===== src/hdl/ts_pkg.sv =====
package ts_pkg;

    // timestamp field widths
    localparam int SEC_W  = 32;            // seconds
    localparam int USEC_W = 20;            // microseconds, enough for 999999

    // byte transport
    localparam int BYTE_W   = 8;           // byte bus width
    localparam int TS_BYTES = 8;           // s0..s3 then u0..u3, lsb first

    // microsecond field wraps here and carries into seconds
    localparam int USEC_PER_SEC = 1_000_000;

    // read controller states
    typedef enum logic [2:0] {
        IDLE,                              // waiting for rd_req
        ADVANCE,                           // one cycle of advance to the fifo
        WAIT_SER,                          // hold off while a snapshot is in flight
        READ,                              // rstb issued, bytes shifting in
        DONE                               // result on ts_sec/ts_usec, ts_valid high
    } rd_state_t;

endpackage


===== src/hdl/rtc_counter.sv =====
`timescale 1ns/1ps

module rtc_counter #(
    parameter int CLK_PER_USEC = 100                   // aclk cycles per microsecond
) (
    input  logic                      aclk,
    input  logic                      rrst,
    input  logic                      set_time,        // load pulse
    input  logic [ts_pkg::SEC_W-1:0]  set_sec,
    input  logic [ts_pkg::USEC_W-1:0] set_usec,
    output logic [ts_pkg::SEC_W-1:0]  rtc_sec,
    output logic [ts_pkg::USEC_W-1:0] rtc_usec
);
    import ts_pkg::*;

    // prescaler needs at least one bit even for CLK_PER_USEC of 1
    localparam int PRE_W = (CLK_PER_USEC > 1) ? $clog2(CLK_PER_USEC) : 1;

    localparam logic [PRE_W-1:0]  PRE_LAST  = PRE_W'(CLK_PER_USEC - 1);
    localparam logic [USEC_W-1:0] USEC_LAST = USEC_W'(USEC_PER_SEC - 1);

    logic [PRE_W-1:0] presc;                           // aclk cycles within current usec
    logic             usec_tick;                       // last cycle of a microsecond
    logic             usec_wrap;                       // tick that rolls into next second

    assign usec_tick = (presc == PRE_LAST);
    assign usec_wrap = usec_tick && (rtc_usec == USEC_LAST);

    // prescaler, restarted by a load so the first tick is a full usec later
    always_ff @(posedge aclk) begin
        if (rrst || set_time) begin
            presc <= '0;
        end else if (usec_tick) begin
            presc <= '0;                               // wrap every CLK_PER_USEC
        end else begin
            presc <= presc + 1'b1;
        end
    end

    // microseconds field
    always_ff @(posedge aclk) begin
        if (rrst) begin
            rtc_usec <= '0;
        end else if (set_time) begin
            rtc_usec <= set_usec;                      // direct load
        end else if (usec_wrap) begin
            rtc_usec <= '0;                            // 999999 -> 0
        end else if (usec_tick) begin
            rtc_usec <= rtc_usec + 1'b1;
        end
    end

    // seconds field, only moves on a microsecond wrap
    always_ff @(posedge aclk) begin
        if (rrst) begin
            rtc_sec <= '0;
        end else if (set_time) begin
            rtc_sec <= set_sec;
        end else if (usec_wrap) begin
            rtc_sec <= rtc_sec + 1'b1;                 // carry from usec
        end
    end

endmodule


===== src/hdl/timestamp_fifo.sv =====
`timescale 1ns/1ps

module timestamp_fifo (
    input  logic                      aclk,
    input  logic                      rrst,
    input  logic                      pre_stb,         // marks the cycle before byte 0
    input  logic [ts_pkg::BYTE_W-1:0] din,             // valid for 8 cycles after pre_stb
    input  logic                      advance,         // rising edge picks the read page
    input  logic                      rstb,            // read start
    output logic [ts_pkg::BYTE_W-1:0] dout             // bytes 0..7 after rstb
);
    import ts_pkg::*;

    localparam int         DEPTH    = 2 * TS_BYTES;    // two pages of one snapshot
    localparam logic [2:0] SND_STOP = 3'(TS_BYTES - 2); // last count with snd set

    logic [BYTE_W-1:0] mem [DEPTH];                    // 16x8 buffer
    logic [3:0]        wr_ptr;                         // msb is the write page
    logic              rcv;                            // burst being written
    logic              advance_d;                      // edge detect stage
    logic              rd_page;                        // page handed to the reader
    logic [2:0]        rd_cnt;                         // byte within read page
    logic              snd;                            // readout running
    logic              snd_d;                          // covers the last byte

    // write side
    always_ff @(posedge aclk) begin
        if (rrst) begin
            rcv <= 1'b0;
        end else if (pre_stb) begin
            rcv <= 1'b1;
        end else if (wr_ptr[2:0] == 3'(TS_BYTES - 1)) begin
            rcv <= 1'b0;                               // byte 7 written this edge
        end
    end

    always_ff @(posedge aclk) begin
        if (rrst) begin
            wr_ptr <= '0;
        end else if (!rcv) begin
            wr_ptr <= {wr_ptr[3], 3'b000};             // hold page, rewind offset
        end else begin
            wr_ptr <= wr_ptr + 1'b1;                   // carry out flips the page
        end
    end

    always_ff @(posedge aclk) begin
        if (rcv) begin
            mem[wr_ptr] <= din;
        end
    end

    // page switch on the leading edge of advance
    always_ff @(posedge aclk) begin
        if (rrst) begin
            advance_d <= 1'b0;
            rd_page   <= 1'b0;
        end else begin
            advance_d <= advance;
            if (advance && !advance_d) begin
                rd_page <= ~wr_ptr[3];                 // page finished last
            end
        end
    end

    // read side, 8 bytes starting the cycle after rstb
    always_ff @(posedge aclk) begin
        if (rrst) begin
            snd    <= 1'b0;
            snd_d  <= 1'b0;
            rd_cnt <= '0;
        end else begin
            snd_d <= snd;
            if (rstb) begin
                snd <= 1'b1;
            end else if (rd_cnt == SND_STOP) begin
                snd <= 1'b0;                           // snd_d finishes byte 7
            end
            if (!snd && !rstb) begin
                rd_cnt <= '0;
            end else begin
                rd_cnt <= rd_cnt + 1'b1;
            end
        end
    end

    always_ff @(posedge aclk) begin
        if (rstb || snd || snd_d) begin
            dout <= mem[{rd_page, rd_cnt}];
        end
    end

endmodule


===== src/hdl/ts_capture_top.sv =====
`timescale 1ns/1ps

module ts_capture_top #(
    parameter int CLK_PER_USEC = 100                   // aclk cycles per microsecond
) (
    input  logic                      aclk,
    input  logic                      rrst,
    input  logic                      set_time,        // load the real-time counter
    input  logic [ts_pkg::SEC_W-1:0]  set_sec,
    input  logic [ts_pkg::USEC_W-1:0] set_usec,
    input  logic                      capture,         // take a snapshot
    input  logic                      rd_req,          // fetch newest snapshot
    output logic [ts_pkg::SEC_W-1:0]  ts_sec,
    output logic [ts_pkg::USEC_W-1:0] ts_usec,
    output logic                      ts_valid,
    output logic                      busy
);
    import ts_pkg::*;

    logic [SEC_W-1:0]  rtc_sec;                        // live counter
    logic [USEC_W-1:0] rtc_usec;
    logic              pre_stb;                        // serializer to fifo
    logic [BYTE_W-1:0] din;
    logic              ser_busy;                       // serializer to read controller
    logic              advance;                        // read controller to fifo
    logic              rstb;
    logic [BYTE_W-1:0] dout;                           // fifo to read controller

    rtc_counter #(
        .CLK_PER_USEC (CLK_PER_USEC)
    ) rtc_counter_i (
        .aclk     (aclk),
        .rrst     (rrst),
        .set_time (set_time),
        .set_sec  (set_sec),
        .set_usec (set_usec),
        .rtc_sec  (rtc_sec),
        .rtc_usec (rtc_usec)
    );

    ts_serializer ts_serializer_i (
        .aclk     (aclk),
        .rrst     (rrst),
        .capture  (capture),
        .rtc_sec  (rtc_sec),
        .rtc_usec (rtc_usec),
        .pre_stb  (pre_stb),
        .din      (din),
        .ser_busy (ser_busy)
    );

    timestamp_fifo timestamp_fifo_i (
        .aclk    (aclk),
        .rrst    (rrst),
        .pre_stb (pre_stb),
        .din     (din),
        .advance (advance),
        .rstb    (rstb),
        .dout    (dout)
    );

    ts_read_ctrl ts_read_ctrl_i (
        .aclk     (aclk),
        .rrst     (rrst),
        .rd_req   (rd_req),
        .ser_busy (ser_busy),
        .dout     (dout),
        .advance  (advance),
        .rstb     (rstb),
        .ts_sec   (ts_sec),
        .ts_usec  (ts_usec),
        .ts_valid (ts_valid),
        .busy     (busy)
    );

endmodule


===== src/hdl/ts_read_ctrl.sv =====
`timescale 1ns/1ps

module ts_read_ctrl (
    input  logic                      aclk,
    input  logic                      rrst,
    input  logic                      rd_req,          // read request pulse
    input  logic                      ser_busy,        // snapshot still being written
    input  logic [ts_pkg::BYTE_W-1:0] dout,            // bytes from the fifo
    output logic                      advance,         // one-cycle level to the fifo
    output logic                      rstb,            // fifo read start
    output logic [ts_pkg::SEC_W-1:0]  ts_sec,
    output logic [ts_pkg::USEC_W-1:0] ts_usec,
    output logic                      ts_valid,        // result strobe
    output logic                      busy
);
    import ts_pkg::*;

    localparam int         ASM_W      = TS_BYTES * BYTE_W;        // 64 bit assembly
    localparam int         USEC_LSB   = (TS_BYTES / 2) * BYTE_W;  // u0 position
    localparam logic [3:0] RSTB_CNT   = 4'd0;                     // cycle that arms rstb
    localparam logic [3:0] FIRST_BYTE = 4'd2;                     // byte 0 on dout here
    localparam logic [3:0] LAST_CNT   = 4'(TS_BYTES + 1);         // byte 7 on dout here

    rd_state_t        state;
    rd_state_t        state_nxt;
    logic [3:0]       rd_cnt;                          // cycles spent in READ
    logic [ASM_W-1:0] asm_r;                           // bytes shifted in lsb first
    logic             take_byte;                       // dout holds a valid byte

    // state register
    always_ff @(posedge aclk) begin
        if (rrst) begin
            state <= IDLE;
        end else begin
            state <= state_nxt;
        end
    end

    // next state
    always_comb begin
        state_nxt = state;
        case (state)
            IDLE: begin
                if (rd_req) begin
                    state_nxt = WAIT_SER;
                end
            end
            WAIT_SER: begin
                if (!ser_busy) begin
                    state_nxt = ADVANCE;               // newest page is complete
                end
            end
            ADVANCE: begin
                state_nxt = READ;
            end
            READ: begin
                if (rd_cnt == LAST_CNT) begin
                    state_nxt = DONE;
                end
            end
            DONE: begin
                state_nxt = IDLE;
            end
            default: begin
                state_nxt = IDLE;
            end
        endcase
    end

    // read phase counter
    always_ff @(posedge aclk) begin
        if (rrst) begin
            rd_cnt <= '0;
        end else if (state != READ) begin
            rd_cnt <= '0;
        end else begin
            rd_cnt <= rd_cnt + 1'b1;
        end
    end

    // registered read strobe, high in the second READ cycle
    always_ff @(posedge aclk) begin
        if (rrst) begin
            rstb <= 1'b0;
        end else begin
            rstb <= (state == READ) && (rd_cnt == RSTB_CNT);
        end
    end

    assign take_byte = (state == READ) && (rd_cnt >= FIRST_BYTE);

    // byte assembly, first byte ends up at the bottom
    always_ff @(posedge aclk) begin
        if (take_byte) begin
            asm_r <= {dout, asm_r[ASM_W-1:BYTE_W]};
        end
    end

    assign ts_sec   = asm_r[SEC_W-1:0];
    assign ts_usec  = asm_r[USEC_LSB +: USEC_W];        // drop zero padding
    assign advance  = (state == ADVANCE);
    assign ts_valid = (state == DONE);
    assign busy     = (state != IDLE);                 // covers rd_req+1 .. ts_valid

endmodule


===== src/hdl/ts_serializer.sv =====
`timescale 1ns/1ps

module ts_serializer (
    input  logic                      aclk,
    input  logic                      rrst,
    input  logic                      capture,         // snapshot request pulse
    input  logic [ts_pkg::SEC_W-1:0]  rtc_sec,
    input  logic [ts_pkg::USEC_W-1:0] rtc_usec,
    output logic                      pre_stb,         // one cycle before first byte
    output logic [ts_pkg::BYTE_W-1:0] din,             // byte stream to the fifo
    output logic                      ser_busy         // pre_stb plus eight byte cycles
);
    import ts_pkg::*;

    localparam int         SHD_W    = TS_BYTES * BYTE_W;   // 64 bit snapshot
    localparam int         FIELD_W  = SHD_W / 2;           // each field padded to 32
    localparam logic [3:0] IDX_IDLE = 4'(TS_BYTES);        // index parked past last byte

    logic [SHD_W-1:0] shadow;                          // latched counter value
    logic [3:0]       byte_idx;                        // byte on din, IDX_IDLE when idle
    logic             sending;                         // byte phase of the transfer
    logic             cap_ok;                          // capture accepted this cycle

    assign sending  = (byte_idx != IDX_IDLE);
    assign ser_busy = pre_stb | sending;
    assign cap_ok   = capture & ~ser_busy;             // drop captures mid-transfer

    // byte select, low index bits only since TS_BYTES is 8
    assign din = shadow[byte_idx[2:0]*BYTE_W +: BYTE_W];

    // snapshot register, seconds in the low half and usec zero-extended above
    always_ff @(posedge aclk) begin
        if (cap_ok) begin
            shadow <= {FIELD_W'(rtc_usec), FIELD_W'(rtc_sec)};
        end
    end

    // pre_stb follows an accepted capture by one cycle
    always_ff @(posedge aclk) begin
        if (rrst) begin
            pre_stb <= 1'b0;
        end else begin
            pre_stb <= cap_ok;
        end
    end

    // byte index runs 0..7 right after pre_stb, then parks
    always_ff @(posedge aclk) begin
        if (rrst) begin
            byte_idx <= IDX_IDLE;
        end else if (pre_stb) begin
            byte_idx <= '0;                            // s0 goes out next cycle
        end else if (sending) begin
            byte_idx <= byte_idx + 1'b1;               // 7 + 1 lands on IDX_IDLE
        end
    end

endmodule


===== config.mk =====
export PLATFORM = sky130hd
export DESIGN_NAME = ts_capture_top
export DESIGN_NICKNAME = d
export VERILOG_FILES = /design/src/hdl/ts_pkg.sv /design/src/hdl/rtc_counter.sv /design/src/hdl/timestamp_fifo.sv /design/src/hdl/ts_capture_top.sv /design/src/hdl/ts_read_ctrl.sv /design/src/hdl/ts_serializer.sv
export SDC_FILE = /design/constraint.sdc
export NUM_CORES = 1
export LEC_CHECK = 0
export BUFFER_PORTS_ARGS = -buffer_cell sky130_fd_sc_hd__clkbuf_2
export CAP_MARGIN = 10
export CORE_ASPECT_RATIO = 1.2
export CORE_UTILIZATION = 35
export DETAILED_ROUTE_END_ITERATION = 7
export RECOVER_POWER = 50
export SLEW_MARGIN = 20
export SYNTH_ARGS = -nofsm -noshare
export SYNTH_HDL_FRONTEND = slang
export SYNTH_HIERARCHICAL = 1
export SYNTH_SLANG_ARGS = --single-unit

===== constraint.sdc =====
create_clock -name aclk -period 11.8 [get_ports aclk]
set_input_delay 0.59 -clock aclk [delete_from_list [all_inputs] [get_ports aclk]]
set_output_delay 0.59 -clock aclk [all_outputs]
set_load 0.01 [all_outputs]

# --- Word level (Yosys, flattened, before mapping) ---
# Memory sizes are Yosys's and may differ from the RTL's. A register that Yosys moved wholly into a read port is not among the register bits.
# Index checks and enable logic that the tools add are counted.
totals:
  register_bits: 200
  ramBits: 128
  in_bits: 57
  output_inout_bits: 54
  n_memories: 1
mem_list:
  columns: ["memory", "depth", "width", "read_ports", "rd_clocked_by_memory_dff", "wr", "line", "text"]
  rows:
  - ["timestamp_fifo_i.mem", 16, 8, 1, 1, 1, "timestamp_fifo.sv:17", "logic [BYTE_W-1:0] mem [DEPTH];"]
classes:
  n_addsub: 7
  n_lt_le_gt_ge: 1
  eq_ne: 14
  shift: 1
  n_mux: 17
  bitwise_logic: 5
  reduce_logical: 25
op_table:
  columns: ["cell", "n"]
  rows:
  - ["$mux 32", 2]
  - ["$shiftx 64x7->8", 1]
  - ["$mux 20", 3]
  - ["$add 32x1->32 const B", 1]
  - ["$add 20x1->20 const B", 1]
  - ["$eq 20x20->1 const B", 1]
  - ["$add 4x1->4 const B", 3]
  - ["$pmux 3 s4", 1]
  - ["$reduce_or 2->1", 5]
  - ["$eq 3x3->1 const B", 3]
  - ["$mux 3", 3]
  - ["$mux 4", 2]
  - ["$reduce_bool 2->1", 4]
  - ["$add 7x1->7 const B", 1]
  - ["$eq 7x7->1 const B", 1]
  - ["$eq 3x2->1 const B", 2]
  - ["$mux 1", 6]
  - ["$reduce_bool 3->1", 2]
  - ["$logic_and 1x1->1", 5]
  - ["$eq 4x4->1 const B", 1]
  - ["$ge 4x2->1 const B", 1]
  - ["$logic_not 4->1", 1]
  - ["$ne 2x2->1 const B", 2]
  - ["$ne 4x4->1 const B", 1]
  - ["other kinds (11)", 17]

# --- Logic depth before layout (Yosys ltp) ---
logic_depth:
  depth_word: 4
  depth_mapped: 9
  depth_no_buf: 7

# --- Cells and area by module ---
# The synthesis kept the hierarchy.
by_module_without_submodules:
  columns: ["module", "instances", "cells_per_inst", "area_each_um2", "seq_area_each_um2"]
  rows:
  - ["timestamp_fifo", 1, 274, 5709.2, 4324.1]
  - ["rtc_counter", 1, 404, 3429.5, 1181.1]
  - ["ts_read_ctrl", 1, 155, 2701.3, 2082.0]
  - ["ts_serializer", 1, 125, 2262.2, 1661.6]

# --- Worst setup path before layout ---
# OpenSTA, ideal clock, no wires.
synth_path:
  path_type: "flip-flop to flip-flop"
  startpoint: "reg ts_serializer_i.byte_idx[0]"
  endpoint: "reg ts_serializer_i.shadow[0], enable pin"
  arrival_time_ns: 4.819
  required_time_ns: 11.262
  path_slack_ns: 6.443
  path_stages_with_launch: 6
  n_path_buf: 1
  synth_period_minus_slack_ns: 5.357
  path_cell_list: "dfxtp_1 buf_2 inv_1 ha_1 nand3b_4 nor3b_1"
synth_between:
  elab_chain_cells: 4
synth_lines:
  columns: ["element", "line", "text"]
  rows:
  - ["start, declared", "ts_serializer.sv:20", "logic [3:0] byte_idx;"]
  - ["start signal, assigned", "ts_serializer.sv:54", "byte_idx <= byte_idx + 1'b1;"]
  - ["$ne 4x4->1", "ts_serializer.sv:24", "assign sending = (byte_idx != IDX_IDLE);"]
  - ["$or 1x1->1", "ts_serializer.sv:25", "assign ser_busy = pre_stb | sending;"]
  - ["$not 1->1", "ts_serializer.sv:26", "assign cap_ok = capture & ~ser_busy;"]
  - ["$and 1x1->1", "ts_serializer.sv:26", null]
  - ["named net ts_serializer_i.cap_ok", "ts_serializer.sv:22", "logic cap_ok;"]
  - ["end signal, assigned", "ts_serializer.sv:34", "shadow <= {FIELD_W'(rtc_usec), FIELD_W'(rtc_sec)};"]
  - ["end, declared", "ts_serializer.sv:19", "logic [SHD_W-1:0] shadow;"]
# The timed path passes the listed nets, and every way through them passes these cells.
# A chain may end at the register's enable or synchronous reset.

==> Implementation_results.wiki <==
{| class="wikitable"
! Metric !! Value
|-
| Number of gates resized after cts || 0
|-
| Arrival @ worst endpoint || between 3 and 4 ns
|-
| Number of gates on the worst path with buffers counted || 5
|-
| Post-DRT Antenna Nets || 0
|-
| Critical path cell sequence || clkbuf_2 -> clkbuf_1 -> nor2_1 -> nand2b_1 -> o21ai_0
|-
| Sequential fraction of the synthesis area || 0.656
|-
| Wire length of the first global-routing pass || about 44,000 µm
|-
| GR Overflow Total || 0
|-
| Antenna diode count || 0
|-
| Area of the core region || 0.0397 mm²
|-
| Die height || around 220 µm
|-
| CP top delay family || buffers and inverters
|-
| Max Slew Vio Count || 53
|-
| Mapped Nets || 1,031
|-
| Number of enable-type register cells in the synthesized netlist || 252
|-
| Final sum of negative setup slack || 0 ns
|-
| Later-pin clock latency in the skew report || 0.54 ns
|-
| Number of max-cap violations || 1
|-
| Number of DRC markers after the initial detailed-route iteration || 425
|-
| CTS root buffer || clkbuf_16
|-
| Top routing layer used || met4
|-
| Biggest area consumer among synthesized cells || edfxtp_1
|-
| Vias in the first global route || 7,897
|-
| Clock Sinks || between 300 and 400
|-
| Dominant register cell in the synthesized netlist || edfxtp_1
|-
| Mean instance size in the synthesized netlist || 14.7 µm²
|-
| Setup repair after global routing missed its margin || no
|-
| Worst Hold Endpoint || rtc_counter_i/rtc_usec[6]$_SDFFE_PP0P_
|-
| Clock transition time at the flip-flop clock pins of the worst setup and hold paths || around 0.060 ns
|-
| Total number of placement rows || 80
|-
| Violated checks || capacitance limit, slew limit
|-
| Run status || finished with violations
|-
| Static leakage || 0.00517 µW
|-
| Ratio of cells with drive above 1 in the final layout || 0.159
|-
| Critical path's largest stage delay || 1.80 ns
|-
| Fin crit period || around 3.5 ns
|-
| Total Nets Final || 1,102
|-
| Placer's final routability congestion estimate || 0.823
|-
| Floorplan die width || 185 µm
|-
| Reg-to-Reg Start || rtc_counter_i/rtc_usec[14]$_SDFFE_PP0P_
|-
| FF+latch count, synth || 336
|-
| Final hold slack || ~0.25 ns
|-
| Async set-reset flop share out of synthesis || 0
|-
| Drt pass-1 iters || 5
|-
| Area share of the largest cell type after synthesis || 0.537
|-
| Top-count cell post-synth || edfxtp_1
|-
| Data required time at the worst endpoint || 12.20 ns
|-
| Total CTS buffers || 38
|-
| Worst path bufs/invs || 2
|-
| Number of warning messages in the yosys log || 6
|-
| Post-Route M1 WL || 11,800 µm
|-
| Die Area || 0.0411 mm²
|-
| Number of buffers inserted to repair setup after CTS || 0
|-
| Startpoint of the tightest hold check path || set_usec[6]
|-
| Sum of routed wire length over all layers || 28,100 µm
|-
| Maximum number of pins on one net before global-route repair || 65
|-
| Number of instances on the worst hold path || 3
|-
| Critical path launch point type || input pin
|-
| R2R Path End || rtc_counter_i/rtc_usec[15]$_SDFFE_PP0P_
|-
| Total met2 wirelength after detailed routing || roughly 14,000 µm
|-
| Hold-fix buffer count after cts || 0
|-
| Number of instances in the synthesized netlist || 958
|-
| Worst Tran Pin Value || approximately 2.6 ns
|-
| Finish-stage setup viols || 0
|-
| Top area cells in the synthesized netlist || edfxtp_1 (54%), dfxtp_1 (12%), mux4_2 (3.0%)
|-
| Initial antenna violation count || 0
|-
| Fill cells || approximately 3,800
|-
| Worst hold-check path type || input pin to register
|-
| Final count of hold timing violations || 0
|-
| Number of buffer cells added on primary ports || 110
|-
| Total global-route track usage || 0.140
|-
| I/O pin total || 111
|-
| Final standard cell utilization of the core || 0.400
|-
| Synth Cell Area || 0.0141 mm²
|-
| DP Wirelength || 18,400 µm
|-
| Wire length per cell || 17.7 µm
|-
| Highest fanout seen on the critical path || 52
|-
| Power consumption || ~2900 µW
|-
| Element type at the critical path end || register
|-
| Area growth from synthesis to layout || 12.7%
|-
| R2r worst-path depth || 5
|-
| Worst VDD drop || about 110 µV
|-
| Number of buffers on the longest clock path || 3
|-
| Via density per instance || 5.01
|-
| Initial Utilization || 0.355
|-
| Reg2Reg Setup Slack || 8.96 ns
|-
| Count of unresolved DRC violations after routing || 0
|-
| Period utilisation layout || 0.300
|-
| Category of the critical setup timing path || input pin to register
|-
| Via Count || 7,967
|-
| Worst path slowest cell || clkbuf_1
|-
| Level count of the clock H-tree || 2
|-
| Maximum clock rate || roughly 280 MHz
|-
| Pwr Density || 181 mW/mm²
|-
| Leading post-synthesis cells by instance count || edfxtp_1 (252), dfxtp_1 (84), nor2_1 (58)
|-
| Final clock skew || roughly 0.024 ns
|-
| TritonCTS clock tree || done
|-
| Worst relative slew slack || -0.701
|-
| Synth unique cells || just over 70
|-
| Sum of met3 wire segment lengths after detailed routing || 1350 µm
|}
layout by cell type, fill, tap and decap left out, types with 17 or more instances in the layout:
cell / synthesis / layout
o21ai_0: 18 / 18
a211oi_1: 24 / 24
and2_0: 1 / 17
nand2_1: 51 / 51
clkbuf_16: 0 / 38
dfxtp_1: 84 / 82
edfxtp_1: 252 / 252
clkbuf_1: 14 / 64
xnor2_1: 33 / 33
a22oi_1: 17 / 17
nor2_1: 58 / 57
nand3_1: 18 / 18
mux2i_1: 20 / 20
nor3_1: 22 / 22
clkbuf_2: 2 / 58
mux4_2: 19 / 19
inv_1: 23 / 23
through the flow:
step,std cells,setup slack (ns),cell area [µm²]
2_1_floorplan,958,6.44,14100
3_3_place_gp,1522,9.09,14800
3_5_place_dp,1522,9.02,14800
4_1_cts,1590,8.96,15900
5_1_grt,1590,7.86,15900
6_report,1590,8.26,15900
report_power, final:
group          internal [µW]  switching (µW)
combinational            104             195
sequential              1430            51.7
clock                    643             458
total                   2170             705
sequential cells by signal, summed over array words and instances (netlist names), 3 cells and up:
name	flops
rtc_counter_i/rtc_usec	20
timestamp_fifo_i/mem	128
ts_serializer_i/shadow	52
ts_serializer_i/byte_idx	4
timestamp_fifo_i/wr_ptr	4
ts_read_ctrl_i/rd_cnt	4
ts_read_ctrl_i/state	3
rtc_counter_i/presc	7
rtc_counter_i/rtc_sec	32
timestamp_fifo_i/dout	8
ts_read_ctrl_i/asm_r	64
timestamp_fifo_i/rd_cnt	3
kinds of logic (layout without fill, tap and decap cells):
| kind of cell | count (synthesis) | count (layout) | synth area share |
|---|---|---|---|
| AOI/OAI and AO/OA | 115 | 115 | 0.0610 |
| and+or+nand+nor | 273 | 273 | 0.114 |
| DFF | 336 | 336 | 0.656 |
| muxes | 60 | 60 | 0.0751 |
| adders and majority gates | 16 | 16 | 0.0142 |
| xor gates and xnor gates | 45 | 45 | 0.0279 |
| buffers and inverters | 113 | 212 | 0.0522 |
cell type report:
cell class / count / area, µm² / share of cell area
timing repair buffer: 121 / 564 / 0.0355
sequential: 336 / 9250 / 0.582
multi-input combinational: 509 / 4150 / 0.261
clock inverter: 19 / 183 / 0.0115
tap: 533 / 667 / 0.0420
clock buffer: 49 / 992 / 0.0624
inverter: 23 / 86.3 / 0.00543
tightest hold or removal path: stages:
cell	delay, ns
clkbuf_2	0.08
nand2_1	0.03
o21ai_0	0.05
worst max-delay path by stage:
stage / from / to / slack, ns
2_1_floorplan: ts_serializer_i/byte_idx[0]$_SDFFE_PP0P_ / ts_serializer_i/shadow[0]$_DFFE_PP_ / 6.44
3_3_place_gp: rtc_counter_i/rtc_usec[14]$_SDFFE_PP0P_ / rtc_counter_i/rtc_usec[7]$_SDFFE_PP0P_ / 9.09
3_5_place_dp: rtc_counter_i/rtc_usec[14]$_SDFFE_PP0P_ / rtc_counter_i/rtc_usec[3]$_SDFFE_PP0P_ / 9.02
4_1_cts: rtc_counter_i/rtc_usec[14]$_SDFFE_PP0P_ / rtc_counter_i/rtc_usec[15]$_SDFFE_PP0P_ / 8.96
5_1_grt: rrst / rtc_counter_i/rtc_usec[8]$_SDFFE_PP0P_ / 7.86
6_report: rrst / rtc_counter_i/rtc_usec[15]$_SDFFE_PP0P_ / 8.26
layer usage:
metal | GRT usage | vias to the layer above
met4 | 0.0533 | 0
met3 | 0.0255 | 61
met1 | 0.175 | 3905
met2 | 0.237 | 220
li1 | - | 3781
met5 | 0 | -
Power figures use the tool's default switching activity.
